<file path="src/design/cp0_pkg.sv">
`default_nettype none

package cp0_pkg;

	typedef logic [31:0] word_t;

	typedef enum logic [4:0] {
		EXC_INT  = 5'd0,
		EXC_MOD  = 5'd1,
		EXC_TLBL = 5'd2,
		EXC_TLBS = 5'd3,
		EXC_ADEL = 5'd4,
		EXC_ADES = 5'd5,
		EXC_SYS  = 5'd8,
		EXC_BP   = 5'd9,
		EXC_RI   = 5'd10,
		EXC_OV   = 5'd12
	} exc_code_t;

	// status register, bit 31 first
	typedef struct packed {
		logic [3:0] cu;
		logic [4:0] zero0;
		logic       bev;
		logic [5:0] zero1;
		logic [7:0] im;
		logic [2:0] zero2;
		logic       um;
		logic       zero3;
		logic       erl;
		logic       exl;
		logic       ie;
	} status_t;

	// cause register, ip[7:2] mirrors the external lines
	typedef struct packed {
		logic        bd;
		logic        ti;
		logic [13:0] zero0;
		logic [7:0]  ip;
		logic        zero1;
		exc_code_t   exc_code;
		logic [1:0]  zero2;
	} cause_t;

	typedef struct packed {
		word_t   index;
		word_t   entry_lo0;
		word_t   entry_lo1;
		word_t   context_;
		word_t   page_mask;
		word_t   bad_vaddr;
		word_t   count;
		word_t   entry_hi;
		word_t   compare;
		status_t status;
		cause_t  cause;
		word_t   epc;
		word_t   prid;
		word_t   config0;
		word_t   config1;
	} cp0_regs_t;

	typedef struct packed {
		logic fetch_adel;
		logic ri;
		logic ov;
		logic trap;
		logic sys;
		logic load_adel;
		logic store_ades;
	} exc_flags_t;

	localparam word_t PRID_RESET    = 32'h0000_4220;
	localparam word_t CONFIG0_RESET = 32'h8000_0480;
	// mmu size field holds entries minus one
	localparam word_t CONFIG1_RESET = 32'h0E69_3480;
	localparam word_t EXC_VECTOR    = 32'hBFC0_0380;

	// writable bits per register
	localparam word_t WMASK_INDEX    = 32'h0000_001F;
	localparam word_t WMASK_ENTRY_LO = 32'h3FFF_FFFF;
	localparam word_t WMASK_CONTEXT  = 32'hFF80_0000;
	localparam word_t WMASK_ENTRY_HI = 32'hFFFF_E0FF;
	localparam word_t WMASK_STATUS   = 32'h1040_FF17;
	localparam word_t WMASK_CAUSE    = 32'h0000_0300;
	localparam word_t WMASK_CONFIG0  = 32'h0000_0007;

	// {number, select}
	localparam logic [7:0] REG_INDEX     = {5'd0, 3'd0};
	localparam logic [7:0] REG_ENTRY_LO0 = {5'd2, 3'd0};
	localparam logic [7:0] REG_ENTRY_LO1 = {5'd3, 3'd0};
	localparam logic [7:0] REG_CONTEXT   = {5'd4, 3'd0};
	localparam logic [7:0] REG_PAGE_MASK = {5'd5, 3'd0};
	localparam logic [7:0] REG_BAD_VADDR = {5'd8, 3'd0};
	localparam logic [7:0] REG_COUNT     = {5'd9, 3'd0};
	localparam logic [7:0] REG_ENTRY_HI  = {5'd10, 3'd0};
	localparam logic [7:0] REG_COMPARE   = {5'd11, 3'd0};
	localparam logic [7:0] REG_STATUS    = {5'd12, 3'd0};
	localparam logic [7:0] REG_CAUSE     = {5'd13, 3'd0};
	localparam logic [7:0] REG_EPC       = {5'd14, 3'd0};
	localparam logic [7:0] REG_PRID      = {5'd15, 3'd0};
	localparam logic [7:0] REG_CONFIG0   = {5'd16, 3'd0};
	localparam logic [7:0] REG_CONFIG1   = {5'd16, 3'd1};

endpackage

`default_nettype wire
</file>
<file path="src/design/mmu_pkg.sv">
`default_nettype none

package mmu_pkg;

	localparam int TLB_ENTRIES = 8;

	// one entry maps an even/odd pair of 4 KiB pages
	typedef struct packed {
		logic [18:0] vpn2;
		logic [7:0]  asid;
		// global, matches any asid
		logic        g;
		logic [19:0] pfn0;
		logic        d0;
		logic        v0;
		logic [19:0] pfn1;
		logic        d1;
		logic        v1;
	} tlb_entry_t;

	typedef enum logic [1:0] {
		TLB_NONE          = 2'd0,
		TLB_PROBE         = 2'd1,
		TLB_READ          = 2'd2,
		TLB_WRITE_INDEXED = 2'd3
	} tlb_op_t;

	typedef struct packed {
		logic refill;
		logic invalid;
		logic modified;
	} tlb_exc_t;

	typedef struct packed {
		logic          miss;
		logic [4:0]    index;
		cp0_pkg::word_t entry_hi;
		cp0_pkg::word_t entry_lo0;
		cp0_pkg::word_t entry_lo1;
	} mmu_resp_t;

endpackage

`default_nettype wire

</file>
<file path="src/design/cp0_mmu_top.sv">
`timescale 1ns/1ps
`default_nettype none

module cp0_mmu_top (
	input  logic                clk,
	input  logic                reset,
	input  logic [7:0]          ra,
	output cp0_pkg::word_t      rd,
	input  logic [7:0]          wa,
	input  cp0_pkg::word_t      wd,
	input  logic                wen,
	input  logic                exc_raise,
	input  cp0_pkg::exc_flags_t exc_flags,
	input  cp0_pkg::word_t      pc,
	input  cp0_pkg::word_t      vaddr,
	input  logic                is_slot,
	input  logic                d_write,
	input  logic                eret,
	input  logic [5:0]          ext_int,
	input  logic                int_accept,
	input  mmu_pkg::tlb_op_t    tlb_op,
	output cp0_pkg::word_t      epc,
	output cp0_pkg::word_t      vector,
	output logic                trap_taken,
	output cp0_pkg::word_t      i_paddr,
	output cp0_pkg::word_t      d_paddr,
	output mmu_pkg::tlb_exc_t   i_tlb_exc,
	output mmu_pkg::tlb_exc_t   d_tlb_exc
);
	import cp0_pkg::*;
	import mmu_pkg::*;

	cp0_regs_t regs;
	mmu_resp_t mmu_resp;
	exc_code_t exc_code;
	word_t     fault_addr;
	logic      fault_valid;
	logic      interrupt_pending;

	cp0 i_cp0 (
		.clk               (clk),
		.reset             (reset),
		.ra                (ra),
		.wa                (wa),
		.wd                (wd),
		.wen               (wen),
		.eret              (eret),
		.exc_raise         (exc_raise),
		.is_slot           (is_slot),
		.int_accept        (int_accept),
		.ext_int           (ext_int),
		.pc                (pc),
		.exc_code          (exc_code),
		.fault_addr        (fault_addr),
		.fault_valid       (fault_valid),
		.tlb_op            (tlb_op),
		.mmu_resp          (mmu_resp),
		.rd                (rd),
		.epc               (epc),
		.vector            (vector),
		.regs              (regs),
		.interrupt_pending (interrupt_pending),
		.trap_taken        (trap_taken)
	);

	cp0_exc_prio i_cp0_exc_prio (
		.interrupt_pending (interrupt_pending),
		.exc_flags         (exc_flags),
		.i_tlb_exc         (i_tlb_exc),
		.d_tlb_exc         (d_tlb_exc),
		.d_write           (d_write),
		.pc                (pc),
		.vaddr             (vaddr),
		.exc_code          (exc_code),
		.fault_addr        (fault_addr),
		.fault_valid       (fault_valid)
	);

	// fetch looks up pc, the data side looks up vaddr
	tlb #(
		.ENTRIES (TLB_ENTRIES)
	) i_tlb (
		.clk       (clk),
		.reset     (reset),
		.regs      (regs),
		.tlb_op    (tlb_op),
		.i_vaddr   (pc),
		.d_vaddr   (vaddr),
		.d_write   (d_write),
		.i_paddr   (i_paddr),
		.d_paddr   (d_paddr),
		.i_tlb_exc (i_tlb_exc),
		.d_tlb_exc (d_tlb_exc),
		.mmu_resp  (mmu_resp)
	);

endmodule

`default_nettype wire

</file>
<file path="src/design/tlb.sv">
`timescale 1ns/1ps
`default_nettype none

module tlb #(
	parameter int ENTRIES = mmu_pkg::TLB_ENTRIES
) (
	input  logic               clk,
	input  logic               reset,
	input  cp0_pkg::cp0_regs_t regs,
	input  mmu_pkg::tlb_op_t   tlb_op,
	input  cp0_pkg::word_t     i_vaddr,
	input  cp0_pkg::word_t     d_vaddr,
	input  logic               d_write,
	output cp0_pkg::word_t     i_paddr,
	output cp0_pkg::word_t     d_paddr,
	output mmu_pkg::tlb_exc_t  i_tlb_exc,
	output mmu_pkg::tlb_exc_t  d_tlb_exc,
	output mmu_pkg::mmu_resp_t mmu_resp
);
	import cp0_pkg::*;
	import mmu_pkg::*;

	localparam int IDX_W = (ENTRIES > 1) ? $clog2(ENTRIES) : 1;

	typedef struct packed {
		word_t    paddr;
		tlb_exc_t exc;
	} xlate_t;

	tlb_entry_t       entries [ENTRIES];
	tlb_entry_t       rd_entry;
	tlb_entry_t       wr_entry;
	logic [IDX_W-1:0] idx;
	logic [7:0]       asid;
	xlate_t           i_xlate;
	xlate_t           d_xlate;

	assign idx  = regs.index[IDX_W-1:0];
	assign asid = regs.entry_hi[7:0];

	function automatic logic hit_entry(input tlb_entry_t e, input logic [18:0] vpn2,
		input logic [7:0] id);
		return (e.vpn2 == vpn2) && (e.g || e.asid == id);
	endfunction

	function automatic xlate_t translate(input word_t va, input logic write);
		xlate_t     res;
		tlb_entry_t e;
		logic       hit;
		logic [19:0] pfn;
		logic       v;
		logic       d;
		hit = 1'b0;
		e   = '0;
		for (int i = 0; i < ENTRIES; i++) begin
			if (hit_entry(entries[i], va[31:13], asid)) begin
				hit = 1'b1;
				e   = entries[i];
			end
		end
		// bit 12 picks the odd page of the pair
		pfn = va[12] ? e.pfn1 : e.pfn0;
		v   = va[12] ? e.v1 : e.v0;
		d   = va[12] ? e.d1 : e.d0;
		res.paddr        = {pfn, va[11:0]};
		res.exc.refill   = ~hit;
		res.exc.invalid  = hit & ~v;
		res.exc.modified = hit & v & write & ~d;
		// kseg0 and kseg1 are unmapped
		if (va[31:30] == 2'b10) begin
			res.paddr = {3'b000, va[28:0]};
			res.exc   = '0;
		end
		return res;
	endfunction

	// lookups also follow the entry array and the current asid
	always_comb begin
		i_xlate = translate(i_vaddr, 1'b0);
		d_xlate = translate(d_vaddr, d_write);
	end

	assign i_paddr   = i_xlate.paddr;
	assign i_tlb_exc = i_xlate.exc;
	assign d_paddr   = d_xlate.paddr;
	assign d_tlb_exc = d_xlate.exc;

	assign rd_entry = entries[idx];

	always_comb begin
		mmu_resp.miss  = 1'b1;
		mmu_resp.index = '0;
		for (int i = 0; i < ENTRIES; i++) begin
			if (hit_entry(entries[i], regs.entry_hi[31:13], asid)) begin
				mmu_resp.miss  = 1'b0;
				mmu_resp.index = 5'(i);
			end
		end
		mmu_resp.entry_hi  = {rd_entry.vpn2, 5'd0, rd_entry.asid};
		mmu_resp.entry_lo0 = {6'd0, rd_entry.pfn0, 3'd0, rd_entry.d0, rd_entry.v0, rd_entry.g};
		mmu_resp.entry_lo1 = {6'd0, rd_entry.pfn1, 3'd0, rd_entry.d1, rd_entry.v1, rd_entry.g};
	end

	always_comb begin
		wr_entry.vpn2 = regs.entry_hi[31:13];
		wr_entry.asid = regs.entry_hi[7:0];
		// global only when both halves say so
		wr_entry.g    = regs.entry_lo0[0] & regs.entry_lo1[0];
		wr_entry.pfn0 = regs.entry_lo0[25:6];
		wr_entry.d0   = regs.entry_lo0[2];
		wr_entry.v0   = regs.entry_lo0[1];
		wr_entry.pfn1 = regs.entry_lo1[25:6];
		wr_entry.d1   = regs.entry_lo1[2];
		wr_entry.v1   = regs.entry_lo1[1];
	end

	always_ff @(posedge clk) begin
		if (reset) begin
			for (int i = 0; i < ENTRIES; i++) begin
				entries[i] <= '0;
			end
		end else if (tlb_op == TLB_WRITE_INDEXED) begin
			entries[idx] <= wr_entry;
		end
	end

endmodule

`default_nettype wire

</file>
<file path="src/design/cp0.sv">
`timescale 1ns/1ps
`default_nettype none

module cp0 (
	input  logic               clk,
	input  logic               reset,
	input  logic [7:0]         ra,
	input  logic [7:0]         wa,
	input  cp0_pkg::word_t     wd,
	input  logic               wen,
	input  logic               eret,
	input  logic               exc_raise,
	input  logic               is_slot,
	input  logic               int_accept,
	input  logic [5:0]         ext_int,
	input  cp0_pkg::word_t     pc,
	input  cp0_pkg::exc_code_t exc_code,
	input  cp0_pkg::word_t     fault_addr,
	input  logic               fault_valid,
	input  mmu_pkg::tlb_op_t   tlb_op,
	input  mmu_pkg::mmu_resp_t mmu_resp,
	output cp0_pkg::word_t     rd,
	output cp0_pkg::word_t     epc,
	output cp0_pkg::word_t     vector,
	output cp0_pkg::cp0_regs_t regs,
	output logic               interrupt_pending,
	output logic               trap_taken
);
	import cp0_pkg::*;
	import mmu_pkg::*;

	cp0_regs_t  regs_nxt;
	logic       count_tick;
	logic       int_latched;
	logic       int_now;
	logic [7:0] hw_ip;

	function automatic word_t merge(input word_t old, input word_t val, input word_t mask);
		return (old & ~mask) | (val & mask);
	endfunction

	// timer shares ip7 with the top external line
	assign hw_ip   = {ext_int[5] | regs.cause.ti, ext_int[4:0], regs.cause.ip[1:0]};
	assign int_now = regs.status.ie & ~regs.status.exl & ~regs.status.erl &
		(|(hw_ip & regs.status.im));

	assign interrupt_pending = int_now | int_latched;
	assign trap_taken        = exc_raise | (int_accept & interrupt_pending);
	assign vector            = EXC_VECTOR;
	assign epc               = regs.epc;

	always_ff @(posedge clk) begin
		if (reset) begin
			regs         <= '0;
			regs.prid    <= PRID_RESET;
			regs.config0 <= CONFIG0_RESET;
			regs.config1 <= CONFIG1_RESET;
			count_tick   <= 1'b0;
			int_latched  <= 1'b0;
		end else begin
			regs       <= regs_nxt;
			count_tick <= ~count_tick;
			// hold an interrupt until the pipeline takes it
			if (trap_taken) begin
				int_latched <= 1'b0;
			end else if (int_now) begin
				int_latched <= 1'b1;
			end
		end
	end

	always_comb begin
		unique case (ra)
			REG_INDEX:     rd = regs.index;
			REG_ENTRY_LO0: rd = regs.entry_lo0;
			REG_ENTRY_LO1: rd = regs.entry_lo1;
			REG_CONTEXT:   rd = regs.context_;
			REG_PAGE_MASK: rd = regs.page_mask;
			REG_BAD_VADDR: rd = regs.bad_vaddr;
			REG_COUNT:     rd = regs.count;
			REG_ENTRY_HI:  rd = regs.entry_hi;
			REG_COMPARE:   rd = regs.compare;
			REG_STATUS:    rd = regs.status;
			REG_CAUSE:     rd = regs.cause;
			REG_EPC:       rd = regs.epc;
			REG_PRID:      rd = regs.prid;
			REG_CONFIG0:   rd = regs.config0;
			REG_CONFIG1:   rd = regs.config1;
			default:       rd = '0;
		endcase
	end

	always_comb begin
		regs_nxt = regs;
		regs_nxt.cause.ip[7:2] = ext_int;

		// count advances every other cycle
		if (count_tick && !(wen && wa == REG_COUNT)) begin
			regs_nxt.count = regs.count + 32'd1;
			if (regs.count + 32'd1 == regs.compare) begin
				regs_nxt.cause.ti = 1'b1;
			end
		end

		if (trap_taken) begin
			if (fault_valid) begin
				regs_nxt.bad_vaddr          = fault_addr;
				regs_nxt.entry_hi[31:13]    = fault_addr[31:13];
			end
			regs_nxt.cause.exc_code = exc_code;
			// nested exceptions keep the first epc
			if (!regs.status.exl) begin
				regs_nxt.cause.bd = is_slot;
				regs_nxt.epc      = is_slot ? pc - 32'd4 : pc;
			end
			regs_nxt.status.exl = 1'b1;
		end else begin
			if (wen) begin
				unique case (wa)
					REG_INDEX:
						regs_nxt.index = merge(regs_nxt.index, wd, WMASK_INDEX);
					REG_ENTRY_LO0:
						regs_nxt.entry_lo0 = merge(regs_nxt.entry_lo0, wd, WMASK_ENTRY_LO);
					REG_ENTRY_LO1:
						regs_nxt.entry_lo1 = merge(regs_nxt.entry_lo1, wd, WMASK_ENTRY_LO);
					REG_CONTEXT:
						regs_nxt.context_ = merge(regs_nxt.context_, wd, WMASK_CONTEXT);
					REG_COUNT:
						regs_nxt.count = wd;
					REG_ENTRY_HI:
						regs_nxt.entry_hi = merge(regs_nxt.entry_hi, wd, WMASK_ENTRY_HI);
					REG_COMPARE: begin
						regs_nxt.compare  = wd;
						// writing compare acknowledges the timer
						regs_nxt.cause.ti = 1'b0;
					end
					REG_STATUS:
						regs_nxt.status = merge(regs_nxt.status, wd, WMASK_STATUS);
					REG_CAUSE:
						regs_nxt.cause = merge(regs_nxt.cause, wd, WMASK_CAUSE);
					REG_EPC:
						regs_nxt.epc = wd;
					REG_CONFIG0:
						regs_nxt.config0 = merge(regs_nxt.config0, wd, WMASK_CONFIG0);
					default: ;
				endcase
			end
			unique case (tlb_op)
				TLB_PROBE:
					regs_nxt.index = {mmu_resp.miss, 26'd0, mmu_resp.index};
				TLB_READ: begin
					regs_nxt.entry_hi  = mmu_resp.entry_hi;
					regs_nxt.entry_lo0 = mmu_resp.entry_lo0;
					regs_nxt.entry_lo1 = mmu_resp.entry_lo1;
				end
				default: ;
			endcase
		end

		if (eret) begin
			regs_nxt.status.exl = 1'b0;
		end
	end

endmodule

`default_nettype wire

</file>
<file path="src/design/cp0_exc_prio.sv">
`timescale 1ns/1ps
`default_nettype none

module cp0_exc_prio (
	input  logic                interrupt_pending,
	input  cp0_pkg::exc_flags_t exc_flags,
	input  mmu_pkg::tlb_exc_t   i_tlb_exc,
	input  mmu_pkg::tlb_exc_t   d_tlb_exc,
	input  logic                d_write,
	input  cp0_pkg::word_t      pc,
	input  cp0_pkg::word_t      vaddr,
	output cp0_pkg::exc_code_t  exc_code,
	output cp0_pkg::word_t      fault_addr,
	output logic                fault_valid
);
	import cp0_pkg::*;

	logic i_tlb_fault;
	logic d_tlb_fault;

	// fetch side never sees a modified fault
	assign i_tlb_fault = i_tlb_exc.refill | i_tlb_exc.invalid;
	assign d_tlb_fault = d_tlb_exc.refill | d_tlb_exc.invalid | d_tlb_exc.modified;

	always_comb begin
		exc_code    = EXC_INT;
		fault_addr  = pc;
		fault_valid = 1'b0;
		if (interrupt_pending) begin
			exc_code = EXC_INT;
		end else if (exc_flags.fetch_adel) begin
			exc_code    = EXC_ADEL;
			fault_valid = 1'b1;
		end else if (exc_flags.ri) begin
			exc_code = EXC_RI;
		end else if (i_tlb_fault) begin
			exc_code    = EXC_TLBL;
			fault_valid = 1'b1;
		end else if (exc_flags.ov) begin
			exc_code = EXC_OV;
		end else if (exc_flags.trap) begin
			exc_code = EXC_BP;
		end else if (exc_flags.sys) begin
			exc_code = EXC_SYS;
		end else if (d_tlb_fault) begin
			// stores and dirty-bit faults report as TLBS
			exc_code    = (d_tlb_exc.modified || d_write) ? EXC_TLBS : EXC_TLBL;
			fault_addr  = vaddr;
			fault_valid = 1'b1;
		end else if (exc_flags.load_adel) begin
			exc_code    = EXC_ADEL;
			fault_addr  = vaddr;
			fault_valid = 1'b1;
		end else if (exc_flags.store_ades) begin
			exc_code    = EXC_ADES;
			fault_addr  = vaddr;
			fault_valid = 1'b1;
		end
	end

endmodule

`default_nettype wire

</file>
<file path="config.mk">
export PLATFORM = sky130hd
export DESIGN_NAME = cp0_mmu_top
export DESIGN_NICKNAME = d
export VERILOG_FILES = /design/src/design/cp0_pkg.sv /design/src/design/mmu_pkg.sv /design/src/design/cp0_mmu_top.sv /design/src/design/tlb.sv /design/src/design/cp0.sv /design/src/design/cp0_exc_prio.sv
export SDC_FILE = /design/constraint.sdc
export NUM_CORES = 2
export LEC_CHECK = 0
export BUFFER_PORTS_ARGS = -buffer_cell sky130_fd_sc_hd__buf_2
export CORE_MARGIN = 2
export CORE_UTILIZATION = 30
export DETAILED_ROUTE_END_ITERATION = 10
export SYNTH_ARGS = -nofsm -noshare
export SYNTH_HDL_FRONTEND = slang
export SYNTH_SLANG_ARGS = --single-unit
</file>
<file path="constraint.sdc">
create_clock -name clk -period 5.2 [get_ports clk]
set_input_delay 1.04 -clock clk [delete_from_list [all_inputs] [get_ports clk]]
set_output_delay 1.04 -clock clk [all_outputs]
set_load 0.005 [all_outputs]
</file>
==> summary.txt <==
Critical path
  – Arrival time worst endpoint: between 4 and 5 ns
  – Critical-path maximum fanout: 7
  – Crit path required time: about 4.2 ns
  – Cell family with most CP delay: simple AND/OR/NAND/NOR gates
  – Slowest stage delay, CP: 0.56 ns
  – Slowest CP cell: edfxtp_1
  – Most numerous cell on the critical path: buf_6
  – Crit path launch type: flop
  – Bufs and invs on worst path: 5
  – Crit end category: primary output
  – Critical path cell sequence: xor2_1 > nor4_2 > nand4_1 > buf_6 > nor3_4 > buf_6 > nor2_4 > or2_4 > buf_12 > buf_16 > o21ai_2 > mux2i_1 > o211ai_1 > o21ai_1 > a21oi_1 > a211o_1 > buf_2
  – Crit Path Class: flop to primary output

Global route
  – Initial antenna violation count: 20
  – Vias in the first global route: between 40,000 and 50,000
  – Largest net degree at the start of global routing: 169
  – Total grt overflow: 0
  – GRT Total Usage: 29.9%
  – First-pass GRT wire length: around 380 mm

Die
  – Initial Utilization: roughly 30%
  – Die Y: ~420 µm
  – FP Rows: about 150
  – IO Pins: 302
  – Die Footprint: 180,000 µm²
  – Die X: about 420 µm
  – Placeable Area: ~180,000 µm²

Synthesis
  – Xor and xnor area share after synthesis: between 10% and 20%
  – Cells after Synth: about 5,300
  – Post-synthesis simple-gate area fraction: about 18%
  – Synth Flop Type: edfxtp_1
  – Mux contribution to synthesized area: between 10 and 15%
  – FF+latch count, synth: about 840
  – Top cells by area, synth: edfxtp_1 33%, dfxtp_1 10%, and2_1 6.9%, xor2_1 6.4%, mux4_2 6.1%
  – Main combinational cell family by area after synthesis: simple AND/OR/NAND/NOR gates
  – Synth area leader: edfxtp_1
  – Mean post-synth cell area: 10.0 µm²
  – Synthesized area: roughly 53,000 µm²
  – Adder-cell share of the synthesized area: less than 1%
  – Synth Area in Compound Gates: a little over an eighth
  – Synth cell types: 75
  – Ys Warns: 0
  – Share of the synthesized area in the top cell type: 32.7%
  – Post-synthesis async set-or-reset flop share: 0%
  – Sequential share of the synthesized area: between 40% and 50%
  – Number of synthesized flops with an enable pin: ~580

Power and ir drop
  – Post-layout power: 0.0171 W
  – Peak supply drop: between 0.0002 and 0.0003 V
  – PD cells: between 200 and 300 nW/µm²
  – Leak: roughly 24 nW

Timing
  – Fmax: roughly 180 MHz
  – Setup Skew: between 0.05 and 0.06 ns
  – Tcrit/Tclk final: 104%
  – Min setup slack post-route: -0.219 ns
  – Relative slew slack: 8.30%
  – Slew @ Worst Pin: approximately 1.4 ns
  – Slew Viols, Final: 0
  – Final Hold Viols: 0
  – Fin crit period: about 5.4 ns
  – RSZ-0062 raised after global routing: yes
  – Final-report setup violation count: 39

Clocking
  – CTS Buf Count: slightly below 100
  – Root Buffer: clkbuf_16
  – Clock latency on the worst-skew pair: ~0.76 ns
  – Max clock buf depth: 3
  – CTS sink cnt: 842
  – Clock slew at reported path FFs: roughly 0.060 ns
  – H-tree levels: 3
  – CTS tree: yes

Route
  – Detail Route Antenna Nets: 0
  – DR DRC count: 0
  – Iteration-0 DRC count of the detailed router: slightly above 7,000
  – Via count: 48,999
  – DRT Wirelength: roughly 280 mm
  – TritonRoute pass-1 iters: 7
  – Routed WL per cell: around 34 µm
  – Vias/cell: between 6 and 7

Place
  – Dpl hpwl: between 150 and 200 mm
  – GPL Wtd Cong: 1.07
  – Dpl cell area: slightly below 60,000 µm²
  – Port bufs: around 270

Cells and area
  – Fin nets: between 5,000 and 6,000
  – Final instance area: roughly 65,000 µm²
  – Most frequent cells in the layout: 576 x and2_1, 576 x edfxtp_1, 419 x buf_4
  – Layout cells sized above 1: a little under a quarter
  – Layout area overhead: 22.1%

Outcome
  – Failing checks: setup timing
  – Status: finished with violations

Min path
  – Worst Hold Class: input pin to flop

Job
  – MaxCap Viol Count: 0
cell type report:
type / count / area [µm²]
Antenna cell: 10 / 25.0
Clock buffer: 137 / 2710
Clock inverter: 44 / 477
Fill cell: 17514 / 111000
Inverter: 24 / 90.1
Multi-Input combinational cell: 3869 / 28900
Sequential cell: 842 / 22700
Tap cell: 2340 / 2930
Timing Repair Buffer: 812 / 6770
layer usage:
metal	wire, µm	vias to the layer above	global-route usage (%)
met5	63	-	0
met4	27200	10	24.2
met3	32000	982	7.56
met2	119000	3763	44.8
met1	100000	24291	36.3
li1	-	19953	-
through the flow:
| stage | hold slack (ns) | setup TNS, ns | setup WS, ns | utilization (%) | instances |
|---|---|---|---|---|---|
| after floorplan | 0.412 | 0 | 0.249 | - | 5300 |
| after global placement | 0.435 | -48.58 | -0.884 | 33.8 | 7813 |
| after detailed placement | 0.451 | -41.56 | -0.819 | 33.8 | 7813 |
| after CTS | 0.430 | -1.57 | -0.147 | 36.2 | 8041 |
| after global routing | 0.472 | -5.38 | -0.247 | 36.7 | 8071 |
| final | 0.462 | -3.52 | -0.219 | 36.7 | 8078 |
Yosys cell counts, types with 31 or more instances:
cell      instances
a211o_1          51
a211oi_1        126
a21oi_1         280
a221oi_1         32
a22oi_1          76
a311oi_1         42
and2_1          580
buf_1            48
buf_4            98
clkbuf_1        384
dfxtp_1         266
edfxtp_1        576
mux2i_1         249
mux4_2          144
nand2_1         370
nand3_1         103
nand3b_1         31
nand4_1          57
nor2_1          370
nor3_1           75
nor4_1          109
o211ai_1         44
o21ai_0         129
o221ai_1         83
xnor2_1         221
xor2_1          389
worst paths after layout:
path                              from          endpoint  slack [ns]  cells past startpoint
setup / recovery  i_tlb.entries[1][64]       i_paddr[22]       -0.22                     17
hold / removal                    eret   i_cp0.regs[161]        0.46                      2
setup reg to reg  i_tlb.entries[4][56]   i_cp0.regs[239]        0.41                     17
hold reg to reg       i_cp0.count_tick  i_cp0.count_tick        0.47                      1
what timing repair did:
action                     CTS  global route
gates resized for setup    203           139
setup endpoints to repair   50            43
hold buffers                 0             0
cloned                       2             1
setup buffers               48            29
pin swaps                  109           120
flip-flops by register name (all words and copies together), names as in the netlist, named ones only:
register	flops
i_cp0.epc	32
i_cp0.count_tick	1
i_cp0.int_latched	1
i_tlb.entries	576
i_cp0.regs	229
kinds of logic (layout without fill, tap and decap cells):
kind of cell | Yosys count | after routing
buf+inv | 589 | 1017
xor+xnor | 610 | 610
simple gates | 1811 | 1811
fa+ha+maj | 2 | 2
compound gates | 1007 | 1007
other cells | 2 | 43
mux | 406 | 406
flops | 842 | 842
power breakdown:
part,switching [W],total [W],internal (W)
Sequential,0.000443,0.00783,0.00739
Clock,0.00314,0.00710,0.00396
Combinational,0.00144,0.00222,0.000780
(Power assumes the default switching activity.)
